**src/logic/core_pkg.sv**
```systemverilog
`default_nettype none

package core_pkg;

  // ----------------------------------------
  // widths and constants
  // ----------------------------------------
  localparam int unsigned XLEN       = 32;
  localparam int unsigned REG_ADDR_W = 5;
  localparam int unsigned NR_REGS    = 32;
  localparam int unsigned INSTRET_W  = 32;

  // mcause value for an illegal instruction
  localparam logic [XLEN-1:0] ILLEGAL_INSTR_CAUSE = 32'd2;

  // ----------------------------------------
  // encodings
  // ----------------------------------------
  typedef enum logic [6:0] {
    OPC_OP     = 7'b0110011,
    OPC_OP_IMM = 7'b0010011,
    OPC_LUI    = 7'b0110111,
    OPC_AUIPC  = 7'b0010111,
    OPC_JAL    = 7'b1101111,
    OPC_JALR   = 7'b1100111,
    OPC_BRANCH = 7'b1100011
  } opcode_e;

  // arithmetic ops first, then the branch compares
  typedef enum logic [3:0] {
    ALU_ADD, ALU_SUB, ALU_AND, ALU_OR, ALU_XOR,
    ALU_SLT, ALU_SLTU, ALU_SLL, ALU_SRL, ALU_SRA,
    ALU_EQ, ALU_NE, ALU_LT, ALU_GE, ALU_LTU, ALU_GEU
  } alu_op_e;

  // ----------------------------------------
  // stage payloads
  // ----------------------------------------
  typedef struct packed {
    logic                  valid;
    logic [XLEN-1:0]       pc;
    logic [31:0]           instr;
    alu_op_e               alu_op;
    logic [REG_ADDR_W-1:0] rs1;
    logic [REG_ADDR_W-1:0] rs2;
    logic [REG_ADDR_W-1:0] rd;
    logic [XLEN-1:0]       imm;
    logic                  use_imm;
    logic                  use_pc;
    logic                  we;
    logic                  is_branch;
    logic                  is_jal;
    logic                  is_jalr;
    logic                  illegal;
  } decoded_instr_t;

  typedef struct packed {
    logic                  valid;
    logic [XLEN-1:0]       pc;
    logic [31:0]           instr;
    logic [REG_ADDR_W-1:0] rd;
    logic                  we;
    logic [XLEN-1:0]       result;
    logic                  taken;
    logic [XLEN-1:0]       target;
    logic                  illegal;
  } exec_result_t;

  typedef struct packed {
    logic                  en;
    logic [REG_ADDR_W-1:0] addr;
    logic [XLEN-1:0]       data;
  } reg_write_t;

  // one retired instruction, as seen by a trace consumer
  typedef struct packed {
    logic [XLEN-1:0]       pc;
    logic [31:0]           instr;
    logic [REG_ADDR_W-1:0] rd;
    logic                  we;
    logic [XLEN-1:0]       wdata;
    logic                  taken;
    logic [XLEN-1:0]       target;
    logic                  ex_valid;
    logic [XLEN-1:0]       cause;
  } commit_record_t;

endpackage

`default_nettype wire
```
**src/logic/mini_core.sv**
```systemverilog
`timescale 1ns/1ps
`default_nettype none

module mini_core (
  input  wire logic                              clk_i,
  input  wire logic                              rst_ni,
  input  wire logic                              instr_valid_i,
  input  wire logic [core_pkg::XLEN-1:0]         instr_i,
  input  wire logic [core_pkg::XLEN-1:0]         pc_i,
  output logic                                   commit_valid_o,
  output core_pkg::commit_record_t               commit_o,
  output logic [core_pkg::INSTRET_W-1:0]         instret_o
);

  // ----------------------------------------
  // stage to stage
  // ----------------------------------------
  core_pkg::decoded_instr_t              decoded_id_ex;
  core_pkg::exec_result_t                result_ex_commit;
  core_pkg::reg_write_t                  write_commit_rf;
  logic [core_pkg::REG_ADDR_W-1:0]       rs1_addr_ex_rf, rs2_addr_ex_rf;
  logic [core_pkg::XLEN-1:0]             rs1_data_rf_ex, rs2_data_rf_ex;

  decoder decoder_i (
    .clk_i         ( clk_i         ),
    .rst_ni        ( rst_ni        ),
    .instr_valid_i ( instr_valid_i ),
    .instr_i       ( instr_i       ),
    .pc_i          ( pc_i          ),
    .decoded_o     ( decoded_id_ex )
  );

  ex_stage ex_stage_i (
    .clk_i      ( clk_i            ),
    .rst_ni     ( rst_ni           ),
    .decoded_i  ( decoded_id_ex    ),
    .rs1_addr_o ( rs1_addr_ex_rf   ),
    .rs2_addr_o ( rs2_addr_ex_rf   ),
    .rs1_data_i ( rs1_data_rf_ex   ),
    .rs2_data_i ( rs2_data_rf_ex   ),
    .result_o   ( result_ex_commit )
  );

  commit_stage commit_stage_i (
    .clk_i          ( clk_i            ),
    .rst_ni         ( rst_ni           ),
    .result_i       ( result_ex_commit ),
    .reg_write_o    ( write_commit_rf  ),
    .commit_valid_o ( commit_valid_o   ),
    .commit_o       ( commit_o         ),
    .instret_o      ( instret_o        )
  );

  regfile regfile_i (
    .clk_i      ( clk_i           ),
    .rst_ni     ( rst_ni          ),
    .rs1_addr_i ( rs1_addr_ex_rf  ),
    .rs2_addr_i ( rs2_addr_ex_rf  ),
    .rs1_data_o ( rs1_data_rf_ex  ),
    .rs2_data_o ( rs2_data_rf_ex  ),
    .write_i    ( write_commit_rf )
  );

endmodule

`default_nettype wire

```
**src/logic/commit_stage.sv**
```systemverilog
`timescale 1ns/1ps
`default_nettype none

module commit_stage (
  input  wire logic                              clk_i,
  input  wire logic                              rst_ni,
  input  core_pkg::exec_result_t                 result_i,
  output core_pkg::reg_write_t                   reg_write_o,
  output logic                                   commit_valid_o,
  output core_pkg::commit_record_t               commit_o,
  output logic [core_pkg::INSTRET_W-1:0]         instret_o
);

  logic                     wr_en;
  logic                     retire;
  core_pkg::commit_record_t rec_d, rec_q;
  logic                     valid_q;
  logic [core_pkg::INSTRET_W-1:0] instret_q;

  // ----------------------------------------
  // write-back
  // ----------------------------------------
  // x0 writes are dropped here
  assign wr_en  = result_i.valid && !result_i.illegal && result_i.we && (result_i.rd != '0);
  assign retire = result_i.valid && !result_i.illegal;

  assign reg_write_o.en   = wr_en;
  assign reg_write_o.addr = result_i.rd;
  assign reg_write_o.data = result_i.result;

  // ----------------------------------------
  // commit record
  // ----------------------------------------
  always_comb begin
    rec_d          = '0;
    rec_d.pc       = result_i.pc;
    rec_d.instr    = result_i.instr;
    rec_d.rd       = result_i.rd;
    rec_d.we       = wr_en;
    rec_d.wdata    = wr_en ? result_i.result : '0;
    rec_d.taken    = result_i.taken;
    rec_d.target   = result_i.target;
    rec_d.ex_valid = result_i.illegal;
    // tval is the instruction itself, already in the record
    rec_d.cause    = result_i.illegal ? core_pkg::ILLEGAL_INSTR_CAUSE : '0;
  end

  always_ff @(posedge clk_i or negedge rst_ni) begin
    if (!rst_ni) begin
      valid_q   <= 1'b0;
      instret_q <= '0;
    end else begin
      valid_q <= result_i.valid;
      if (retire) begin
        instret_q <= instret_q + 1'b1;
      end
    end
  end

  always_ff @(posedge clk_i) begin
    rec_q <= rec_d;
  end

  assign commit_valid_o = valid_q;
  assign commit_o       = rec_q;
  assign instret_o      = instret_q;

endmodule

`default_nettype wire

```
**src/logic/ex_stage.sv**
```systemverilog
`timescale 1ns/1ps
`default_nettype none

module ex_stage (
  input  wire logic                            clk_i,
  input  wire logic                            rst_ni,
  input  core_pkg::decoded_instr_t             decoded_i,
  output logic [core_pkg::REG_ADDR_W-1:0]      rs1_addr_o,
  output logic [core_pkg::REG_ADDR_W-1:0]      rs2_addr_o,
  input  wire logic [core_pkg::XLEN-1:0]       rs1_data_i,
  input  wire logic [core_pkg::XLEN-1:0]       rs2_data_i,
  output core_pkg::exec_result_t               result_o
);

  logic                       fwd_rs1, fwd_rs2;
  logic [core_pkg::XLEN-1:0]  rs1_val, rs2_val;
  logic [core_pkg::XLEN-1:0]  op_a, op_b;
  logic [core_pkg::XLEN-1:0]  alu_res;
  logic                       cmp_res;

  core_pkg::exec_result_t     res_d, res_q;
  logic                       valid_q;

  assign rs1_addr_o = decoded_i.rs1;
  assign rs2_addr_o = decoded_i.rs2;

  // ----------------------------------------
  // operand forwarding
  // ----------------------------------------
  // previous instruction is still in res_q, older ones are in the regfile
  assign fwd_rs1 = valid_q && res_q.we && (res_q.rd != '0) && (res_q.rd == decoded_i.rs1);
  assign fwd_rs2 = valid_q && res_q.we && (res_q.rd != '0) && (res_q.rd == decoded_i.rs2);

  assign rs1_val = fwd_rs1 ? res_q.result : rs1_data_i;
  assign rs2_val = fwd_rs2 ? res_q.result : rs2_data_i;

  assign op_a = decoded_i.use_pc  ? decoded_i.pc  : rs1_val;
  assign op_b = decoded_i.use_imm ? decoded_i.imm : rs2_val;

  // ----------------------------------------
  // ALU and branch compare
  // ----------------------------------------
  always_comb begin
    alu_res = '0;
    cmp_res = 1'b0;
    case (decoded_i.alu_op)
      core_pkg::ALU_ADD:  alu_res = op_a + op_b;
      core_pkg::ALU_SUB:  alu_res = op_a - op_b;
      core_pkg::ALU_AND:  alu_res = op_a & op_b;
      core_pkg::ALU_OR:   alu_res = op_a | op_b;
      core_pkg::ALU_XOR:  alu_res = op_a ^ op_b;
      core_pkg::ALU_SLT:  alu_res = {31'b0, $signed(op_a) < $signed(op_b)};
      core_pkg::ALU_SLTU: alu_res = {31'b0, op_a < op_b};
      core_pkg::ALU_SLL:  alu_res = op_a << op_b[4:0];
      core_pkg::ALU_SRL:  alu_res = op_a >> op_b[4:0];
      core_pkg::ALU_SRA:  alu_res = $unsigned($signed(op_a) >>> op_b[4:0]);
      core_pkg::ALU_EQ:   cmp_res = (op_a == op_b);
      core_pkg::ALU_NE:   cmp_res = (op_a != op_b);
      core_pkg::ALU_LT:   cmp_res = $signed(op_a) < $signed(op_b);
      core_pkg::ALU_GE:   cmp_res = $signed(op_a) >= $signed(op_b);
      core_pkg::ALU_LTU:  cmp_res = op_a < op_b;
      default:            cmp_res = op_a >= op_b;
    endcase
  end

  always_comb begin
    res_d         = '0;
    res_d.valid   = decoded_i.valid;
    res_d.pc      = decoded_i.pc;
    res_d.instr   = decoded_i.instr;
    res_d.rd      = decoded_i.rd;
    res_d.illegal = decoded_i.illegal;

    if (!decoded_i.illegal) begin
      res_d.we = decoded_i.we;
      if (decoded_i.is_jal || decoded_i.is_jalr) begin
        // link value, jumps are always taken
        res_d.result = decoded_i.pc + 32'd4;
        res_d.taken  = 1'b1;
        if (decoded_i.is_jalr) begin
          res_d.target = (rs1_val + decoded_i.imm) & ~32'd1;
        end else begin
          res_d.target = decoded_i.pc + decoded_i.imm;
        end
      end else if (decoded_i.is_branch) begin
        res_d.taken  = cmp_res;
        res_d.target = decoded_i.pc + decoded_i.imm;
      end else begin
        res_d.result = alu_res;
      end
    end
  end

  always_ff @(posedge clk_i or negedge rst_ni) begin
    if (!rst_ni) begin
      valid_q <= 1'b0;
    end else begin
      valid_q <= decoded_i.valid;
    end
  end

  always_ff @(posedge clk_i) begin
    res_q <= res_d;
  end

  always_comb begin
    result_o       = res_q;
    result_o.valid = valid_q;
  end

endmodule

`default_nettype wire

```
**src/logic/decoder.sv**
```systemverilog
`timescale 1ns/1ps
`default_nettype none

module decoder (
  input  wire logic                           clk_i,
  input  wire logic                           rst_ni,
  input  wire logic                           instr_valid_i,
  input  wire logic [31:0]                    instr_i,
  input  wire logic [core_pkg::XLEN-1:0]      pc_i,
  output core_pkg::decoded_instr_t            decoded_o
);

  core_pkg::opcode_e        opcode;
  logic [2:0]               funct3;
  logic [6:0]               funct7;
  logic [core_pkg::XLEN-1:0] imm_i, imm_u, imm_j, imm_b;

  core_pkg::decoded_instr_t dec_d, dec_q;
  logic                     valid_q;

  assign opcode = core_pkg::opcode_e'(instr_i[6:0]);
  assign funct3 = instr_i[14:12];
  assign funct7 = instr_i[31:25];

  // ----------------------------------------
  // immediates
  // ----------------------------------------
  assign imm_i = {{20{instr_i[31]}}, instr_i[31:20]};
  assign imm_u = {instr_i[31:12], 12'b0};
  assign imm_j = {{12{instr_i[31]}}, instr_i[19:12], instr_i[20], instr_i[30:21], 1'b0};
  assign imm_b = {{20{instr_i[31]}}, instr_i[7], instr_i[30:25], instr_i[11:8], 1'b0};

  always_comb begin
    dec_d        = '0;
    dec_d.valid  = instr_valid_i;
    dec_d.pc     = pc_i;
    dec_d.instr  = instr_i;
    dec_d.alu_op = core_pkg::ALU_ADD;
    dec_d.rs1    = instr_i[19:15];
    dec_d.rs2    = instr_i[24:20];
    dec_d.rd     = instr_i[11:7];

    case (opcode)
      core_pkg::OPC_OP: begin
        dec_d.we = 1'b1;
        case (funct3)
          3'b000: dec_d.alu_op = funct7[5] ? core_pkg::ALU_SUB : core_pkg::ALU_ADD;
          3'b001: dec_d.alu_op = core_pkg::ALU_SLL;
          3'b010: dec_d.alu_op = core_pkg::ALU_SLT;
          3'b011: dec_d.alu_op = core_pkg::ALU_SLTU;
          3'b100: dec_d.alu_op = core_pkg::ALU_XOR;
          3'b101: dec_d.alu_op = funct7[5] ? core_pkg::ALU_SRA : core_pkg::ALU_SRL;
          3'b110: dec_d.alu_op = core_pkg::ALU_OR;
          default: dec_d.alu_op = core_pkg::ALU_AND;
        endcase
        // 0100000 only for sub and sra
        if (funct7 == 7'b0100000) begin
          dec_d.illegal = (funct3 != 3'b000) && (funct3 != 3'b101);
        end else begin
          dec_d.illegal = (funct7 != 7'b0000000);
        end
      end
      core_pkg::OPC_OP_IMM: begin
        dec_d.we      = 1'b1;
        dec_d.use_imm = 1'b1;
        dec_d.imm     = imm_i;
        case (funct3)
          3'b000: dec_d.alu_op = core_pkg::ALU_ADD;
          3'b001: begin
            dec_d.alu_op  = core_pkg::ALU_SLL;
            dec_d.illegal = (funct7 != 7'b0000000);
          end
          3'b010: dec_d.alu_op = core_pkg::ALU_SLT;
          3'b011: dec_d.alu_op = core_pkg::ALU_SLTU;
          3'b100: dec_d.alu_op = core_pkg::ALU_XOR;
          3'b101: begin
            dec_d.alu_op  = funct7[5] ? core_pkg::ALU_SRA : core_pkg::ALU_SRL;
            dec_d.illegal = (funct7 != 7'b0000000) && (funct7 != 7'b0100000);
          end
          3'b110: dec_d.alu_op = core_pkg::ALU_OR;
          default: dec_d.alu_op = core_pkg::ALU_AND;
        endcase
      end
      core_pkg::OPC_LUI: begin
        // x0 as operand a gives imm + 0
        dec_d.we      = 1'b1;
        dec_d.use_imm = 1'b1;
        dec_d.rs1     = '0;
        dec_d.imm     = imm_u;
      end
      core_pkg::OPC_AUIPC: begin
        dec_d.we      = 1'b1;
        dec_d.use_imm = 1'b1;
        dec_d.use_pc  = 1'b1;
        dec_d.imm     = imm_u;
      end
      core_pkg::OPC_JAL: begin
        dec_d.we     = 1'b1;
        dec_d.is_jal = 1'b1;
        dec_d.imm    = imm_j;
      end
      core_pkg::OPC_JALR: begin
        dec_d.we      = 1'b1;
        dec_d.is_jalr = 1'b1;
        dec_d.imm     = imm_i;
        dec_d.illegal = (funct3 != 3'b000);
      end
      core_pkg::OPC_BRANCH: begin
        dec_d.is_branch = 1'b1;
        dec_d.imm       = imm_b;
        case (funct3)
          3'b000: dec_d.alu_op = core_pkg::ALU_EQ;
          3'b001: dec_d.alu_op = core_pkg::ALU_NE;
          3'b100: dec_d.alu_op = core_pkg::ALU_LT;
          3'b101: dec_d.alu_op = core_pkg::ALU_GE;
          3'b110: dec_d.alu_op = core_pkg::ALU_LTU;
          3'b111: dec_d.alu_op = core_pkg::ALU_GEU;
          default: dec_d.illegal = 1'b1;
        endcase
      end
      default: dec_d.illegal = 1'b1;
    endcase

    // an illegal encoding must not touch the register file
    if (dec_d.illegal) begin
      dec_d.we        = 1'b0;
      dec_d.is_branch = 1'b0;
      dec_d.is_jal    = 1'b0;
      dec_d.is_jalr   = 1'b0;
    end
  end

  always_ff @(posedge clk_i or negedge rst_ni) begin
    if (!rst_ni) begin
      valid_q <= 1'b0;
    end else begin
      valid_q <= instr_valid_i;
    end
  end

  always_ff @(posedge clk_i) begin
    dec_q <= dec_d;
  end

  always_comb begin
    decoded_o       = dec_q;
    decoded_o.valid = valid_q;
  end

endmodule

`default_nettype wire

```
**src/logic/regfile.sv**
```systemverilog
`timescale 1ns/1ps
`default_nettype none

module regfile (
  input  wire logic                              clk_i,
  input  wire logic                              rst_ni,
  input  wire logic [core_pkg::REG_ADDR_W-1:0]   rs1_addr_i,
  input  wire logic [core_pkg::REG_ADDR_W-1:0]   rs2_addr_i,
  output logic [core_pkg::XLEN-1:0]              rs1_data_o,
  output logic [core_pkg::XLEN-1:0]              rs2_data_o,
  input  core_pkg::reg_write_t                   write_i
);

  logic [core_pkg::XLEN-1:0] regs_q [core_pkg::NR_REGS];

  always_ff @(posedge clk_i or negedge rst_ni) begin
    if (!rst_ni) begin
      for (int i = 0; i < core_pkg::NR_REGS; i++) begin
        regs_q[i] <= '0;
      end
    end else if (write_i.en && (write_i.addr != '0)) begin
      regs_q[write_i.addr] <= write_i.data;
    end
  end

  // x0 is hard-wired
  assign rs1_data_o = (rs1_addr_i == '0) ? '0 : regs_q[rs1_addr_i];
  assign rs2_data_o = (rs2_addr_i == '0) ? '0 : regs_q[rs2_addr_i];

endmodule

`default_nettype wire

```
**config.mk**
```make
export PLATFORM = sky130hd
export DESIGN_NAME = mini_core
export DESIGN_NICKNAME = d
export VERILOG_FILES = /design/src/logic/core_pkg.sv /design/src/logic/mini_core.sv /design/src/logic/commit_stage.sv /design/src/logic/ex_stage.sv /design/src/logic/decoder.sv /design/src/logic/regfile.sv
export SDC_FILE = /design/constraint.sdc
export NUM_CORES = 2
export LEC_CHECK = 0
export BUFFER_PORTS_ARGS = -buffer_cell sky130_fd_sc_hd__buf_2
export CAP_MARGIN = 20
export CORE_ASPECT_RATIO = 0.9
export CORE_UTILIZATION = 40
export CTS_BUF_LIST = sky130_fd_sc_hd__clkbuf_4 sky130_fd_sc_hd__clkbuf_8
export DETAILED_ROUTE_END_ITERATION = 7
export PLACE_DENSITY = 0.55
export SYNTH_ARGS = -nofsm -noshare
export SYNTH_HDL_FRONTEND = slang
export SYNTH_SLANG_ARGS = --single-unit
```
**constraint.sdc**
```tcl
create_clock -name clk_i -period 8.15 [get_ports clk_i]
set_input_delay 0.4075 -clock clk_i [delete_from_list [all_inputs] [get_ports clk_i]]
set_output_delay 0.4075 -clock clk_i [all_outputs]
set_load 0.01 [all_outputs]
```
# [Word level (Yosys, flattened, before mapping)]
# Index checks and enable logic that the tools add are counted.
[totals] out_inout_bits=201 in_bits=67 regBits=1485 word_cells=191
[op_classes] n_reduce_logical=27 n_lt_le_gt_ge=8 n_addsub=6 n_shift=3 n_mux=39 eq_ne=35 n_bitwise=6
[ops] cell="$bwmux 1024" n=1
[ops] cell="$mux 32" n=13
[ops] cell="$bmux 32 s5" n=2
[ops] cell="$pmux 32 s10" n=1
[ops] cell="$demux 32 s5" n=1
[ops] cell="$pmux 32 s4" n=1
[ops] cell="$add 32x32->32" n=3
[ops] cell="$mux 65" n=1
[ops] cell="$ge 32x32->1" n=2
[ops] cell="$lt 32x32->1" n=2
[ops] cell="$pmux 4 s7" n=2
[ops] cell="$mux 33" n=1
[ops] cell="$add 32x1->32 const B" n=1
[ops] cell="$add 32x3->32 const B" n=1
[ops] cell="$and 32x32->32" n=1
[ops] cell="$eq 32x32->1" n=1
[ops] cell="$ne 32x32->1" n=1
[ops] cell="$or 32x32->32" n=1
[ops] cell="$shl 32x5->32" n=1
[ops] cell="$shr 32x5->32" n=1
[ops] cell="$sshr 32x5->32" n=1
[ops] cell="$sub 32x32->32" n=1
[ops] cell="$xor 32x32->32" n=1
[ops] cell="$eq 4x4->1 const B" n=7
[ops] cell="other kinds (35)" n=76

# [Depth between registers and ports, before layout]
[logic_depth] depth_word=11 ltp_mapped=29 mapped_depth_nobuf=22

# [Hierarchy]
# Synthesis repeated with hierarchy kept, for this count alone.
[hier_totals] hier_cells=6875 hier_area_um2=81100.3
[modules_own_cells] mod="regfile" cells_each=3702 area_per_inst_um2=54392.2 seq_area_each_um2=25624.6 n_inst=1
[modules_own_cells] mod="ex_stage" cells_each=2563 area_per_inst_um2=18586.6 seq_area_each_um2=2747.6 n_inst=1
[modules_own_cells] mod="commit_stage" cells_each=368 area_per_inst_um2=4986.0 seq_area_each_um2=3548.4 n_inst=1
[modules_own_cells] mod="decoder" cells_each=242 area_per_inst_um2=3135.5 seq_area_each_um2=2267.2 n_inst=1

# [Least setup slack after synthesis]
# OpenSTA, ideal clock, no wires.
[synth_path] path_kind="flip-flop to flip-flop" startpoint="reg, netlist name decoder_i.decoded_o[78]" endpoint="reg ex_stage_i.res_q, in the netlist ex_stage_i.result_o[33]" arrival_ns=6.287 path_buffers=7 slack_ns=1.772 period_less_slack_ns=6.378 setup_ns=0.091 path_stages_with_launch=26 cell_sequence="dfxtp_1 -> buf_2 -> buf_4 -> buf_2 -> buf_2 -> buf_2 -> buf_1 -> mux4_2 -> o211ai_1 -> o211ai_1 -> a32o_1 -> mux2_2 -> ha_1 -> clkbuf_1 -> or3_1 -> or3_1 -> a2111oi_0 -> o41ai_1 -> nand3_1 -> a31oi_1 -> o21ai_1 -> a211oi_1 -> mux2_2 -> nand3_1 -> o211ai_1 -> a311oi_1"
[synth_rtl] element="end signal: assignment" line_no="ex_stage.sv:103" rtl="res_q <= res_d;"
[synth_rtl] element="end: declaration" line_no="ex_stage.sv:21" rtl="core_pkg::exec_result_t res_d, res_q;"

# [Final worst setup path]
[layout_path] startpoint="reg decoder_i.dec_q, in the netlist decoder_i.decoded_o[50]" endpoint="reg ex_stage_i.res_q, in the netlist ex_stage_i.result_o[65]"
[layout_via] elab_chain_len=11 elab_cells_between_ends=21 cone_classes="add/sub: 2; eq/ne: 1; shift: 3; mux: 9; bitwise: 4; reduce/logical: 2"
[layout_rtl] element="start: declaration" line_no="decoder.sv:18" rtl="core_pkg::decoded_instr_t dec_d, dec_q;"
[layout_rtl] element="start signal: assignment" line_no="decoder.sv:142" rtl="dec_q <= dec_d;"
[layout_rtl] element="$not 5->6 (not written as such)" line_no="regfile.sv:27" rtl="assign rs1_data_o = (rs1_addr_i == '0) ? '0 : regs_q[rs1_addr_i];"
[layout_rtl] element="$bmux 32 s5" line_no="regfile.sv:27"
[layout_rtl] element="$mux 32 (not written as such) (2 in a row)" line_no="regfile.sv:27"
[layout_rtl] element="$mux 32" line_no="regfile.sv:27"
[layout_rtl] element="$mux 32 *" line_no="ex_stage.sv:34" rtl="assign rs1_val = fwd_rs1 ? res_q.result : rs1_data_i;"
[layout_rtl] element="$mux 32 *" line_no="ex_stage.sv:37" rtl="assign op_a = decoded_i.use_pc ? decoded_i.pc : rs1_val;"
[layout_rtl] element="$sub 32x32->32, or another cell as far along" line_no="ex_stage.sv:48" rtl="core_pkg::ALU_SUB: alu_res = op_a - op_b;"
[layout_rtl] element="$pmux 32 s10 *" line_no="ex_stage.sv:46" rtl="case (decoded_i.alu_op)"
[layout_rtl] element="$mux 32 *" line_no="ex_stage.sv:85" rtl="end else if (decoded_i.is_branch) begin"
[layout_rtl] element="$mux 65 *" line_no="ex_stage.sv:76" rtl="if (decoded_i.is_jal || decoded_i.is_jalr) begin"
# Mark *: on every way between the ends. The rest lies on a longest branch, timed or not. The select of a mux whose other input is x is not followed.
# A chain may end at the register's enable or synchronous reset.

==> results.tsv <==
stage	metric	value	unit
power_and_ir_drop	clock power share	0.442	
job	Max-cap violations	0	
drt	total wire length	339.0	mm
timing	Hold Violations, Final	0	
logic_synthesis	xor/xnor cell area share of the yosys netlist	0.01566	
drt	DR DRC count	0	
logic_synthesis	leading area contributor after synthesis	dfrtp_1	
place	Detail Placement HPWL	227.7	mm
layout	multi-input logic area	42850	um2
logic_synthesis	Synth Area per Inst	11.84	um2
global_route	initial antenna violation count	34	
logic_synthesis	Primary FF master, synth	dfrtp_1	
critical_path	required time of the critical path	9140	ps
layout	share of cells above drive strength 1	0.3554	
drt	DR vias	62725	
drt	Post-DRT Antenna Nets	0	
floorplan	# rows	155	
layout	total area of sequential cells	34020	um2
critical_path	CP Capture Type	flip-flop	
timing	hold slack	58.32	ps
clock_tree	clk_lat worst skew	1080	ps
floorplan	io pins	268	
worst_hold_path	worst hold path type	in2async	
drt	Routed WL per cell	34.07	um
logic_synthesis	Post-Synth Adder-Cell Area	0.02634	
drt	Vias/cell	6.304	
critical_path	R2R Path Start	decoder_i.decoded_o[50]	
logic_synthesis	proportion of synthesized area in mux cells	0.3102	
clock_tree	postcts setup bufs	0	
layout	area growth from synthesis to layout	14.02	%
power_and_ir_drop	Internal Power	0.01200	W
logic_synthesis	Synth top cells by count	dfrtp_1, mux2_2, mux2i_1	
logic_synthesis	mapped cell area	79990	um2
layout	fillers	18299	
drt	drt pass-1 iters	7	
power_and_ir_drop	sequential share of power	0.431	
clock_tree	TritonCTS clock tree	built	
logic_synthesis	EDFF count, synth	0	
critical_path	reg-to-reg endpoint	ex_stage_i.result_o[65]	
logic_synthesis	Mapped Cells	6753	
global_route	Total GRT Usage	0.3317	
logic_synthesis	Async SR Flop Fraction	0.7390	
critical_path	WS Path Type	reg2reg	
floorplan	Initial Util	0.4032	
logic_synthesis	largest family of logic cells by synthesized area	multiplexers	
global_route	first-pass GRT wire length	475.5	mm
power_and_ir_drop	NetSw	0.004821	W
global_route	largest net degree at the start of global routing	159	
power_and_ir_drop	leakage	41.98	nW
place	PortBufs	236	
clock_tree	Clock Tree Root	clkbuf_8	
power_and_ir_drop	Max VDD drop	0.0001876	V
timing	worst relative slew slack	0.06701	
floorplan	die area	201800	um2
clock_tree	CTS sink count	1433	
critical_path	CP startpoint kind	flip-flop	
global_route	GRT overflow	0	
critical_path	worst-path fanout max	22	
power_and_ir_drop	Tot Pwr	0.01682	W
timing	Final Cycle Share	0.9586	
logic_synthesis	fraction of synthesized cell area taken by the top area cell type	0.3313	
power_and_ir_drop	Pwr per Cell Area	184.4	nW/um2
critical_path	Worst R2R Path Depth	20	
outcome	outcome	complete, no violations	
place	RePlAce Congestion	1.021	
critical_path	arrival time at the worst endpoint	8800	ps
timing	Slew Limit Fails	0	
logic_synthesis	YS warnings	0	
floorplan	core footprint	198400	um2
timing	Fmax	0.1280	GHz
floorplan	die width	473.4	um
critical_path	reg2reg setup slack	340	ps
logic_synthesis	Synth Register Bits	1433	
timing	slew at the pin with the worst max-slew slack	1384	ps
floorplan	die height	426.2	um
logic_synthesis	count leader, synth	dfrtp_1	
timing	setup TNS	0	ps
drt	DR iter-0 viols	7387	
power_and_ir_drop	Comb pwr share	0.128	
logic_synthesis	top area cells in the synthesized netlist	dfrtp_1, mux2_2, mux4_2	
power_and_ir_drop	Sw Ratio	0.2866	
logic_synthesis	simple-gate share of the synthesized area	0.07083	
layout	nets	7286	
clock_tree	clock tree buffer depth	3	
global_route	vias in the first global route	60396	
logic_synthesis	Synth Area in Compound Gates	0.1078	
timing	Min Clock Period, post-route	7813	ps
clock_tree	total number of H-tree levels	4	
timing	Worst Clk Skew	94.68	ps
clock_tree	CTS buffer count	241	
logic_synthesis	register area share after synthesis	0.4249	
clock_tree	clock slew at reported path FFs	70	ps
logic_synthesis	synth unique cells	112	
timing	final setup vio count	0	
timing	RSZ-0062 raised after global routing	no	
[per-stage QoR]
step           setup WS [ps]    util  cells  area [um2]
2_1_floorplan           1772       -   6783       80100
4_1_cts                727.7  0.4594   9931       91150
5_1_grt                333.9  0.4595   9936       91170
6_report               337.4  0.4597   9950       91200
3_5_place_dp           748.2  0.4259   9375       84500
3_3_place_gp           423.4  0.4254   9370       84410
[power by group through the flow]
| stage | Sequential, W | Combinational (W) | Clock, W |
|---|---|---|---|
| after floorplan | 0.00734 | 0.00116 | 0 |
| after global placement | 0.00737 | 0.00205 | 0 |
| after detailed placement | 0.00737 | 0.00204 | 0 |
| after CTS | 0.00724 | 0.00209 | 0.00756 |
| after global routing | 0.00724 | 0.00224 | 0.00788 |
| final | 0.00724 | 0.00215 | 0.00743 |
[final cells by class]
cell class,count,area share
antenna,18,0.0004939
clock buffer,376,0.05228
clock inverter,77,0.009137
inverter,112,0.004678
multi-input combinational,4614,0.4699
sequential,1433,0.3730
tap,2669,0.03662
timing repair buffer,651,0.05386
[registers in the layout, summed over array words and instances (netlist names)]
register and cells:
regfile_i.regs_q 1024, commit_stage_i.commit_o 131, ex_stage_i.result_o 131, decoder_i.decoded_o 112
commit_stage_i.instret_o 32, commit_stage_i.commit_valid_o 1, decoder_i.valid_q 1, ex_stage_i.valid_q 1
[layout by cell type (no fill, tap or decap), drive strengths merged, types with 32 or more instances in the layout]
cell type	count
nand2b	38
a32o	32
mux4	346
a21oi	217
nor3	60
nor2	325
a21o	70
a211oi	58
dfxtp	374
a31oi	33
a221oi	75
xor2	62
nor2b	52
clkinv	49
and2	52
a22oi	84
clkbuf	376
dfrtp	1059
inv	120
xnor2	81
o22ai	93
a22o	34
dlygate4sd3	102
mux2	1056
ha	162
nand2	341
nand3	134
mux2i	500
buf	549
o211ai	78
o21ai	182
[per-layer routing]
| layer | track usage | routed length [um] | vias up |
|---|---|---|---|
| met3 | 0.08104 | 32390 | 753 |
| li1 | - | - | 25878 |
| met1 | 0.4761 | 149400 | 32684 |
| met4 | 0.1360 | 15330 | 16 |
| met5 | 0 | 93 | - |
| met2 | 0.4750 | 141800 | 3394 |
[kinds of logic after synthesis]
logic type / Yosys count
adders and majority gates: 166
buffers and inverters: 736
and+or+nand+nor: 1179
DFF: 1433
AOI/OAI and AO/OA: 1193
muxes: 1902
other: 1
xor gates and xnor gates: 143
[how the worst max path moves through the flow]
stage | start | slack, ps | to | cells after the start
after CTS | decoder_i.decoded_o[50] | 730 | ex_stage_i.result_o[65] | 20
after global placement | decoder_i.decoded_o[49] | 420 | ex_stage_i.result_o[64] | 25
after floorplan | decoder_i.decoded_o[78] | 1770 | ex_stage_i.result_o[33] | 25
after global routing | decoder_i.decoded_o[49] | 330 | ex_stage_i.result_o[65] | 20
final | decoder_i.decoded_o[50] | 340 | ex_stage_i.result_o[65] | 20
after detailed placement | decoder_i.decoded_o[50] | 750 | ex_stage_i.result_o[65] | 20
[worst max-delay path: stages, from the launching register on]
cell and delay, ps:
dfxtp_4 650, or3b_2 890, buf_4 350, o22ai_1 120, nor4_1 110, o41ai_2 1090, mux2i_1 710, inv_1 230
ha_1 360, nand2_1 160, nor4_1 450, o2111ai_1 330, a41oi_1 430, and4_1 270, o31ai_1 120, buf_4 190
a2111oi_0 550, mux2i_1 240, nand2_1 60, and4_1 200, a32oi_1 180
[timing repair]
| item | CTS | global route |
|---|---|---|
| gates resized for setup | 0 | 0 |
| hold endpoints to repair | 323 | 0 |
| hold buffers | 103 | 0 |
Note: power is estimated with default switching activity, not from simulation.
